$ cat src/common/glb_pkg.sv
// global buffer sizes, register map, request structs and enums
package glb_pkg;

    // sizes
    localparam int NUM_IO = 2;
    localparam int NUM_BANKS = 4;
    localparam int BANKS_PER_IO = NUM_BANKS / NUM_IO;
    localparam int BANK_ADDR_WIDTH = 6;
    localparam int BANK_SEL_WIDTH = 2;
    localparam int BANK_DEPTH = 2 ** BANK_ADDR_WIDTH;
    localparam int GLB_ADDR_WIDTH = BANK_SEL_WIDTH + BANK_ADDR_WIDTH;
    localparam int DATA_WIDTH = 16;
    localparam int CFG_FEATURE_WIDTH = 4;
    localparam int CFG_REG_WIDTH = 4;
    localparam int CFG_DATA_WIDTH = 16;

    // register map
    localparam logic [CFG_FEATURE_WIDTH-1:0] FEATURE_SWITCH = CFG_FEATURE_WIDTH'(NUM_IO);
    localparam logic [CFG_REG_WIDTH-1:0] REG_MODE = CFG_REG_WIDTH'(0);
    localparam logic [CFG_REG_WIDTH-1:0] REG_START_ADDR = CFG_REG_WIDTH'(1);
    localparam logic [CFG_REG_WIDTH-1:0] REG_NUM_WORDS = CFG_REG_WIDTH'(2);
    localparam logic [CFG_REG_WIDTH-1:0] REG_SWITCH_SEL = CFG_REG_WIDTH'(0);

    typedef enum logic [1:0] {
        IO_IDLE      = 2'd0,
        IO_INSTREAM  = 2'd1,
        IO_OUTSTREAM = 2'd2,
        IO_SRAM      = 2'd3
    } io_mode_e;

    typedef struct packed {
        logic                      wr_en;
        logic                      rd_en;
        logic [GLB_ADDR_WIDTH-1:0] addr;
        logic [DATA_WIDTH-1:0]     wr_data;
    } cgra_req_t;

    typedef struct packed {
        logic                      wr_en;
        logic                      rd_en;
        logic [GLB_ADDR_WIDTH-1:0] addr;
        logic [DATA_WIDTH-1:0]     data;
    } bank_req_t;

    typedef struct packed {
        io_mode_e                  mode;
        logic [GLB_ADDR_WIDTH-1:0] start_addr;
        logic [CFG_DATA_WIDTH-1:0] num_words;
    } io_ctrl_cfg_t;

    typedef struct packed {
        logic                         wr;
        logic [CFG_FEATURE_WIDTH-1:0] feature;
        logic [CFG_REG_WIDTH-1:0]     reg_addr;
        logic [CFG_DATA_WIDTH-1:0]    data;
    } cfg_req_t;

    typedef enum logic [1:0] {
        CFG_IDLE     = 2'd0,
        CFG_ACK      = 2'd1,
        CFG_WAIT_LOW = 2'd2
    } cfg_state_e;

endpackage
$ cat src/hdl/glb_top.sv
// global buffer top: config port, channel controllers, interconnect, banks
module glb_top (
    input  logic                               clk,
    input  logic                               reset,
    input  logic                               cgra_start_pulse,
    input  logic                               stall [glb_pkg::NUM_IO],
    input  glb_pkg::cgra_req_t                 cgra_in [glb_pkg::NUM_IO],
    output logic [glb_pkg::DATA_WIDTH-1:0]     rd_data [glb_pkg::NUM_IO],
    output logic                               rd_data_valid [glb_pkg::NUM_IO],
    input  logic                               cfg_req,
    input  glb_pkg::cfg_req_t                  cfg_in,
    output logic                               cfg_ack,
    output logic [glb_pkg::CFG_DATA_WIDTH-1:0] cfg_rd_data
);
    import glb_pkg::*;

    logic                      cfg_access;
    cfg_req_t                  cfg_int;
    logic [CFG_DATA_WIDTH-1:0] reg_rd_data;
    io_ctrl_cfg_t              io_cfg [NUM_IO];
    bank_req_t                 io_req [NUM_IO];
    logic [DATA_WIDTH-1:0]     io_rd_data [NUM_IO];
    bank_req_t                 bank_req [NUM_BANKS];
    logic [DATA_WIDTH-1:0]     bank_rd_data [NUM_BANKS];

    glb_config_port u_cfg_port (
        .clk         (clk),
        .reset       (reset),
        .cfg_req     (cfg_req),
        .cfg_in      (cfg_in),
        .cfg_ack     (cfg_ack),
        .cfg_rd_data (cfg_rd_data),
        .cfg_access  (cfg_access),
        .cfg_out     (cfg_int),
        .reg_rd_data (reg_rd_data)
    );

    for (genvar j = 0; j < NUM_IO; j++) begin : g_io
        io_controller u_io_ctrl (
            .clk              (clk),
            .reset            (reset),
            .cgra_start_pulse (cgra_start_pulse),
            .stall            (stall[j]),
            .cfg              (io_cfg[j]),
            .cgra_in          (cgra_in[j]),
            .rd_data          (rd_data[j]),
            .rd_data_valid    (rd_data_valid[j]),
            .bank_out         (io_req[j]),
            .bank_rd_data     (io_rd_data[j])
        );
    end

    io_bank_interconnect u_interconnect (
        .clk          (clk),
        .reset        (reset),
        .cfg_access   (cfg_access),
        .cfg_in       (cfg_int),
        .cfg_rd_data  (reg_rd_data),
        .io_cfg       (io_cfg),
        .io_req       (io_req),
        .io_rd_data   (io_rd_data),
        .bank_req     (bank_req),
        .bank_rd_data (bank_rd_data)
    );

    for (genvar k = 0; k < NUM_BANKS; k++) begin : g_bank
        glb_bank u_bank (
            .clk     (clk),
            .reset   (reset),
            .req     (bank_req[k]),
            .rd_data (bank_rd_data[k])
        );
    end

endmodule

$ cat src/hdl/glb_bank.sv
// single-port memory bank with registered read
module glb_bank (
    input  logic                           clk,
    input  logic                           reset,
    input  glb_pkg::bank_req_t             req,
    output logic [glb_pkg::DATA_WIDTH-1:0] rd_data
);
    import glb_pkg::*;

    logic [DATA_WIDTH-1:0]      mem [BANK_DEPTH];
    logic [BANK_ADDR_WIDTH-1:0] local_addr;

    // upper select bits are already decoded by the interconnect
    assign local_addr = req.addr[BANK_ADDR_WIDTH-1:0];

    always_ff @(posedge clk) begin
        if (req.wr_en) begin
            mem[local_addr] <= req.data;
        end
    end

    // output holds between reads
    always_ff @(posedge clk or posedge reset) begin
        if (reset) begin
            rd_data <= '0;
        end else if (req.rd_en) begin
            rd_data <= mem[local_addr];
        end
    end

    // the interconnect never drives both on one bank
    bank_no_collision: assert property (@(posedge clk) disable iff (reset)
        !(req.wr_en && req.rd_en));

endmodule

$ cat src/io_bank_interconnect/io_bank_interconnect.sv
// configuration registers, channel chain switch and bank routing
// registered read-return chain back to the channels
module io_bank_interconnect (
    input  logic                               clk,
    input  logic                               reset,
    input  logic                               cfg_access,
    input  glb_pkg::cfg_req_t                  cfg_in,
    output logic [glb_pkg::CFG_DATA_WIDTH-1:0] cfg_rd_data,
    output glb_pkg::io_ctrl_cfg_t              io_cfg [glb_pkg::NUM_IO],
    input  glb_pkg::bank_req_t                 io_req [glb_pkg::NUM_IO],
    output logic [glb_pkg::DATA_WIDTH-1:0]     io_rd_data [glb_pkg::NUM_IO],
    output glb_pkg::bank_req_t                 bank_req [glb_pkg::NUM_BANKS],
    input  logic [glb_pkg::DATA_WIDTH-1:0]     bank_rd_data [glb_pkg::NUM_BANKS]
);
    import glb_pkg::*;

    logic [NUM_IO-2:0]         switch_sel;
    bank_req_t                 chain_req [NUM_IO];
    logic [NUM_BANKS-1:0]      bank_wr_en;
    logic [NUM_BANKS-1:0]      bank_rd_en;
    logic [NUM_BANKS-1:0]      rd_en_d1;
    logic [NUM_BANKS-1:0]      rd_en_d2;
    logic [DATA_WIDTH-1:0]     bank_data_q [NUM_BANKS];
    logic [DATA_WIDTH-1:0]     ret_chain [NUM_BANKS];

    // register writes
    always_ff @(posedge clk or posedge reset) begin
        if (reset) begin
            switch_sel <= '0;
            for (int j = 0; j < NUM_IO; j++) begin
                io_cfg[j] <= '{mode: IO_IDLE, start_addr: '0, num_words: '0};
            end
        end else if (cfg_access && cfg_in.wr) begin
            if (cfg_in.feature == FEATURE_SWITCH && cfg_in.reg_addr == REG_SWITCH_SEL) begin
                switch_sel <= cfg_in.data[NUM_IO-2:0];
            end
            for (int j = 0; j < NUM_IO; j++) begin
                if (cfg_in.feature == CFG_FEATURE_WIDTH'(j)) begin
                    case (cfg_in.reg_addr)
                        REG_MODE: io_cfg[j].mode <= io_mode_e'(cfg_in.data[1:0]);
                        REG_START_ADDR: io_cfg[j].start_addr <= cfg_in.data[GLB_ADDR_WIDTH-1:0];
                        REG_NUM_WORDS: io_cfg[j].num_words <= cfg_in.data;
                        default: ;
                    endcase
                end
            end
        end
    end

    // readback, unmapped registers give 0
    always_comb begin
        cfg_rd_data = '0;
        if (cfg_access && !cfg_in.wr) begin
            if (cfg_in.feature == FEATURE_SWITCH && cfg_in.reg_addr == REG_SWITCH_SEL) begin
                cfg_rd_data = CFG_DATA_WIDTH'(switch_sel);
            end
            for (int j = 0; j < NUM_IO; j++) begin
                if (cfg_in.feature == CFG_FEATURE_WIDTH'(j)) begin
                    case (cfg_in.reg_addr)
                        REG_MODE: cfg_rd_data = CFG_DATA_WIDTH'(io_cfg[j].mode);
                        REG_START_ADDR: cfg_rd_data = CFG_DATA_WIDTH'(io_cfg[j].start_addr);
                        REG_NUM_WORDS: cfg_rd_data = io_cfg[j].num_words;
                        default: cfg_rd_data = '0;
                    endcase
                end
            end
        end
    end

    // channel chain: a group either takes its own channel or the one below
    assign chain_req[0] = io_req[0];
    for (genvar j = 1; j < NUM_IO; j++) begin : g_chain
        assign chain_req[j] = switch_sel[j-1] ? io_req[j] : chain_req[j-1];
    end

    for (genvar k = 0; k < NUM_BANKS; k++) begin : g_bank
        localparam int GRP = k / BANKS_PER_IO;
        logic hit;

        assign hit = (chain_req[GRP].addr[GLB_ADDR_WIDTH-1 -: BANK_SEL_WIDTH]
                      == BANK_SEL_WIDTH'(k));
        assign bank_wr_en[k] = chain_req[GRP].wr_en && hit;
        assign bank_rd_en[k] = chain_req[GRP].rd_en && hit;
        assign bank_req[k] = '{
            wr_en: bank_wr_en[k],
            rd_en: bank_rd_en[k],
            addr:  {BANK_SEL_WIDTH'(0), chain_req[GRP].addr[BANK_ADDR_WIDTH-1:0]},
            data:  chain_req[GRP].data
        };

        always_ff @(posedge clk) begin
            bank_data_q[k] <= bank_rd_data[k];
        end

        // return chain runs high to low, enabled bank wins
        if (k == NUM_BANKS - 1) begin : g_top
            assign ret_chain[k] = rd_en_d2[k] ? bank_data_q[k] : '0;
        end else begin : g_mid
            assign ret_chain[k] = rd_en_d2[k] ? bank_data_q[k] : ret_chain[k+1];
        end
    end

    always_ff @(posedge clk or posedge reset) begin
        if (reset) begin
            rd_en_d1 <= '0;
            rd_en_d2 <= '0;
        end else begin
            rd_en_d1 <= bank_rd_en;
            rd_en_d2 <= rd_en_d1;
        end
    end

    for (genvar j = 0; j < NUM_IO; j++) begin : g_ret
        assign io_rd_data[j] = ret_chain[j*BANKS_PER_IO];

        one_rd_per_group: assert property (@(posedge clk) disable iff (reset)
            $onehot0(bank_rd_en[j*BANKS_PER_IO +: BANKS_PER_IO]));
    end

endmodule

$ cat src/hdl/io_controller.sv
// per-channel request gate and address generator
// stream word counting, stall handling and read-valid pipeline
module io_controller (
    input  logic                           clk,
    input  logic                           reset,
    input  logic                           cgra_start_pulse,
    input  logic                           stall,
    input  glb_pkg::io_ctrl_cfg_t          cfg,
    input  glb_pkg::cgra_req_t             cgra_in,
    output logic [glb_pkg::DATA_WIDTH-1:0] rd_data,
    output logic                           rd_data_valid,
    output glb_pkg::bank_req_t             bank_out,
    input  logic [glb_pkg::DATA_WIDTH-1:0] bank_rd_data
);
    import glb_pkg::*;

    logic [CFG_DATA_WIDTH-1:0] word_cnt;
    logic                      words_left;
    logic                      stream_mode;
    logic                      wr_ok;
    logic                      rd_ok;
    logic [GLB_ADDR_WIDTH-1:0] issue_addr;
    logic [1:0]                rd_pipe;

    assign words_left = (word_cnt < cfg.num_words);
    assign stream_mode = (cfg.mode == IO_INSTREAM) || (cfg.mode == IO_OUTSTREAM);

    always_comb begin
        wr_ok = 1'b0;
        rd_ok = 1'b0;
        issue_addr = cgra_in.addr;
        case (cfg.mode)
            IO_INSTREAM: begin
                wr_ok = cgra_in.wr_en && words_left;
                issue_addr = cfg.start_addr + word_cnt[GLB_ADDR_WIDTH-1:0];
            end
            IO_OUTSTREAM: begin
                rd_ok = cgra_in.rd_en && words_left;
                issue_addr = cfg.start_addr + word_cnt[GLB_ADDR_WIDTH-1:0];
            end
            IO_SRAM: begin
                // write wins if both are offered
                wr_ok = cgra_in.wr_en;
                rd_ok = cgra_in.rd_en && !cgra_in.wr_en;
            end
            default: begin
                wr_ok = 1'b0;
                rd_ok = 1'b0;
            end
        endcase
    end

    // stalled requests are dropped
    assign bank_out.wr_en = wr_ok && !stall;
    assign bank_out.rd_en = rd_ok && !stall;
    assign bank_out.addr = issue_addr;
    assign bank_out.data = cgra_in.wr_data;

    always_ff @(posedge clk or posedge reset) begin
        if (reset) begin
            word_cnt <= '0;
        end else if (cgra_start_pulse) begin
            word_cnt <= '0;
        end else if (stream_mode && (bank_out.wr_en || bank_out.rd_en)) begin
            word_cnt <= word_cnt + 1'b1;
        end
    end

    // matches the interconnect return latency
    always_ff @(posedge clk or posedge reset) begin
        if (reset) begin
            rd_pipe <= 2'b00;
        end else begin
            rd_pipe <= {rd_pipe[0], bank_out.rd_en};
        end
    end

    assign rd_data_valid = rd_pipe[1];
    assign rd_data = bank_rd_data;

    no_wr_and_rd: assert property (@(posedge clk) disable iff (reset)
        !(bank_out.wr_en && bank_out.rd_en));

endmodule

$ cat src/hdl/glb_config_port.sv
// four-phase req/ack adapter for host configuration accesses
module glb_config_port (
    input  logic                               clk,
    input  logic                               reset,
    input  logic                               cfg_req,
    input  glb_pkg::cfg_req_t                  cfg_in,
    output logic                               cfg_ack,
    output logic [glb_pkg::CFG_DATA_WIDTH-1:0] cfg_rd_data,
    output logic                               cfg_access,
    output glb_pkg::cfg_req_t                  cfg_out,
    input  logic [glb_pkg::CFG_DATA_WIDTH-1:0] reg_rd_data
);
    import glb_pkg::*;

    cfg_state_e state;
    cfg_state_e state_next;

    always_comb begin
        state_next = state;
        case (state)
            CFG_IDLE: if (cfg_req) state_next = CFG_ACK;
            // ack may drop right away if the host is quick
            CFG_ACK: state_next = cfg_req ? CFG_WAIT_LOW : CFG_IDLE;
            CFG_WAIT_LOW: if (!cfg_req) state_next = CFG_IDLE;
            default: state_next = CFG_IDLE;
        endcase
    end

    always_ff @(posedge clk or posedge reset) begin
        if (reset) begin
            state <= CFG_IDLE;
        end else begin
            state <= state_next;
        end
    end

    // one strobe per handshake, only from idle
    assign cfg_access = (state == CFG_IDLE) && cfg_req;
    assign cfg_out = cfg_access ? cfg_in : '0;
    assign cfg_ack = (state != CFG_IDLE);

    // capture readback with the access
    always_ff @(posedge clk) begin
        if (cfg_access) begin
            cfg_rd_data <= reg_rd_data;
        end
    end

    // req must have been up in the cycle before ack rose
    ack_needs_req: assert property (@(posedge clk) disable iff (reset)
        $rose(cfg_ack) |-> $past(cfg_req));

    access_single: assert property (@(posedge clk) disable iff (reset)
        cfg_access |=> !cfg_access);

endmodule

$ cat config.mk
export PLATFORM = sky130hd
export DESIGN_NAME = glb_top
export DESIGN_NICKNAME = d
export VERILOG_FILES = /design/src/common/glb_pkg.sv /design/src/hdl/glb_top.sv /design/src/hdl/glb_bank.sv /design/src/io_bank_interconnect/io_bank_interconnect.sv /design/src/hdl/io_controller.sv /design/src/hdl/glb_config_port.sv
export SDC_FILE = /design/constraint.sdc
export NUM_CORES = 2
export LEC_CHECK = 0
export BUFFER_PORTS_ARGS = -buffer_cell sky130_fd_sc_hd__buf_2
export CAP_MARGIN = 20
export CORE_ASPECT_RATIO = 1.2
export CORE_MARGIN = 2
export CORE_UTILIZATION = 35
export CTS_BUF_LIST = sky130_fd_sc_hd__clkbuf_2
export DETAILED_ROUTE_END_ITERATION = 6
export PLACE_DENSITY = 0.59
export SLEW_MARGIN = 15
export SYNTH_ARGS = -nofsm -noshare
export SYNTH_HDL_FRONTEND = slang
export SYNTH_MEMORY_MAX_BITS = 65536
export SYNTH_SLANG_ARGS = --single-unit
$ cat constraint.sdc
create_clock -name clk -period 5.78 [get_ports clk]
set_input_delay 1.156 -clock clk [delete_from_list [all_inputs] [get_ports clk]]
set_output_delay 1.156 -clock clk [all_outputs]
set_load 0.05 [all_outputs]
==> impl_metrics.json <==
{
  "ys_dominant_reg_cell": "edfxtp_1",
  "post-route-drc-count": 4,
  "p_per_area_mw_per_mm2": 380,
  "grt_usage": 0.235,
  "clk_pin_slew_worst_paths_ns": 0.12,
  "hold_class": "reg2reg",
  "die-area_sq_mm": 0.479,
  "async_flop_share": 0.0376,
  "syn_nets": 10500,
  "cts_root_buf": "clkbuf_2",
  "via_per_inst": 5.70,
  "rows": 276,
  "r2r_end": "g_bank[2].u_bank.rd_data[15]",
  "antenna_found_initial": 49,
  "drive_gt1_frac": 0.236,
  "nFillCells": 43600,
  "grt_max_degree": 130,
  "crit_path_max_fanout": 23,
  "finalCritPeriodShare": 0.966,
  "hold_end": "u_interconnect.bank_data_q[0][7]",
  "fmax_mhz": 179,
  "dpl_cell_area_sq_mm": 0.179,
  "insertion_delay_ns": 2.32,
  "area_growth_pct": 15.1,
  "grt_pass1_vias": 105000,
  "grt_overflow": 0,
  "cp-end-kind": "register",
  "finalWirelength_um": 573000,
  "period_needed_ns": 5.59,
  "critPathMaxStageDelay_ns": 0.76,
  "status": "finished, violations left",
  "cts_buffers": 1122,
  "violations": "DRC",
  "dp_hpwl_um": 343000,
  "clkSinkCount": 4339,
  "hold_viol": 0,
  "leakage_nw": 64.2,
  "max_slew_margin": 0.134,
  "core-area_sq_mm": 0.471,
  "r2r-start": "u_interconnect.io_cfg[50]",
  "synth-edff-count": 4112,
  "design_area_sq_mm": 0.191,
  "final_nets": 12000,
  "hold_start": "g_bank[0].u_bank.rd_data[7]",
  "max-clock-path-buffers": 5,
  "synth.most_common_cell": "edfxtp_1",
  "rsz0062_at_grt": "no",
  "dr.first_iter.drc_count": 14400,
  "ff2ff_path_depth": 14,
  "synth_seq_cells": 4339,
  "hold_depth": 0,
  "yosys_warnings": 0,
  "path_cells": "inv_1 -> ha_1 -> buf_4 -> or4b_2 -> o41ai_2 -> or2_4 -> buf_4 -> a22oi_1 -> o211ai_1 -> a22oi_1 -> dlygate4sd3_1 -> nand4_1 -> dlygate4sd3_1 -> o21a_1",
  "cts_tree": "built",
  "critPathSlowestCell": "ha_1",
  "ys_types": 98,
  "critPathKind": "reg2reg",
  "synth_top_area_frac": 0.745,
  "r2r_setup_slack_ns": 0.19,
  "synth.largest_area_cell": "edfxtp_1",
  "regArea_sq_mm": 0.129,
  "cp_data_required_time_ns": 8.04,
  "worst_pin_slew_ns": 1.30,
  "postRouteAntennaNets": 0,
  "ys_top_cells_by_area": "edfxtp_1, nand2_1, a22oi_1",
  "crit_path_start_kind": "register",
  "cts_htree_levels": 7,
  "synthCells": 10400,
  "final_core_util": 0.405,
  "vias": 108000,
  "syn_area_sq_mm": 0.166,
  "cap_violations": 0,
  "clock_skew_ns": 0.370,
  "grt_pass1_wl_um": 796000,
  "multi_input_area_sq_mm": 0.0353,
  "wl_per_cell_um": 30.4,
  "place.gp.congestion": 0.896,
  "syn_avg_cell_area_sq_um": 16.0,
  "ir_drop_v": 0.000313,
  "die_w_um": 632,
  "yosys-top-cells-count": "edfxtp_1, nand2_1, a21oi_1, a22oi_1, mux2i_1",
  "io_buffers": 133,
  "initial_core_util": 0.352,
  "arrival_ns": 7.84,
  "setup_viol": 0,
  "io_pins": 134,
  "postCtsSetupBuffers": 0,
  "die_h_um": 758,
  "firstDrtPassIters": 7,
  "timing.final.max_slew_violations": 0,
  "seq_area_frac_synth": 0.778
}
-- kinds of logic after synthesis --
logic type	after synthesis	synth area share
DFF	4339	0.778
buffers and inverters	738	0.0193
muxes	512	0.0333
adders and majority gates	54	0.00417
and+or+nand+nor	2152	0.0556
xor gates and xnor gates	37	0.00196
AOI/OAI and AO/OA	2551	0.108
-- cell type report --
class	instances	area share
sequential	4339	0.675
multi-input combinational	5306	0.185
timing repair buffer	1067	0.0499
clock buffer	1599	0.0420
tap	6255	0.0410
clock inverter	201	0.00529
inverter	53	0.00108
antenna	35	0.000459
-- registers in the layout, summed over array words and instances (netlist names) --
| signal | count |
|---|---|
| u_cfg_port.state | 2 |
| u_interconnect.io_cfg | 52 |
| u_interconnect.rd_en_d2 | 4 |
| u_interconnect.bank_data_q | 64 |
| g_bank.u_bank.rd_data | 64 |
| g_io.u_io_ctrl.rd_pipe | 4 |
| g_bank.u_bank.mem | 4096 |
| g_io.u_io_ctrl.word_cnt | 32 |
| u_interconnect.rd_en_d1 | 4 |
| u_cfg_port.cfg_rd_data | 16 |
| u_interconnect.switch_sel | 1 |
-- power by group --
group	switching [mW]	internal [mW]	total (mW)
clock network	12.1	7.68	19.8
registers	0.314	34.8	35.1
logic	12.4	5.20	17.6
-- critical path, delay by kind of cell, from the launching register on --
| family | cells | cell delay, ns |
|---|---|---|
| compound gates | 5 | 1.00 |
| fa+ha+maj | 1 | 0.76 |
| buf+inv | 5 | 2.03 |
| flops | 1 | 0.45 |
| simple gates | 3 | 1.38 |
-- routing by layer --
layer / global-route usage / wire length, um / vias to the layer above
li1: - / - / 44900
met1: 0.288 / 209000 / 54800
met2: 0.380 / 274000 / 6616
met3: 0.0525 / 55300 / 1229
met4: 0.143 / 34900 / 10
met5: 0 / 70 / -
-- repair_timing --
action | CTS | global route
setup endpoints to repair | 16 | 0
endpoints found under the hold margin | 4427 | 0
hold buffers | 210 | 0
gates resized for setup | 77 | 0
-- worst max-delay path by stage --
stage                                  startpoint                           end  slack, ns  depth (start not counted)
floorplan                                   reset   g_bank[0].u_bank.rd_data[0]       0.22                          1
global placement        u_interconnect.io_cfg[50]   g_bank[2].u_bank.rd_data[9]      -0.63                         13
detailed placement  g_io[0].u_io_ctrl.word_cnt[0]   g_bank[3].u_bank.rd_data[2]       0.51                         15
CTS                    u_interconnect.rd_en_d2[3]                   rd_data[18]     -0.006                          7
global route           u_interconnect.rd_en_d2[2]                   rd_data[30]       0.06                          8
finish                  u_interconnect.io_cfg[50]  g_bank[2].u_bank.rd_data[15]       0.19                         14
-- through the flow --
stage | cells | hold slack [ns] | total power, mW | setup TNS, ns | setup WS [ns]
after floorplan | 10400 | 0.331 | 44.3 | 0 | 0.219
after global placement | 16800 | 0.331 | 52.8 | -0.634 | -0.634
after detailed placement | 16800 | 0.336 | 52.9 | 0 | 0.510
after CTS | 18800 | 0.00173 | 72.5 | -0.00745 | -0.00597
after global routing | 18800 | 0.0752 | 74.9 | 0 | 0.0598
final | 18900 | 0.292 | 72.5 | 0 | 0.194
-- cells in the final DEF, fill, tap and decap left out, types with 198 or more instances in the layout --
cell	count
a21oi_1	640
a221oi_1	251
a22oi_1	551
buf_4	647
clkbuf_2	1599
dlygate4sd3_1	198
edfxtp_1	4112
mux2i_1	350
nand2_1	1301
nor2_1	231
o21ai_0	241
No activity file was read; power rests on OpenSTA's default activity.
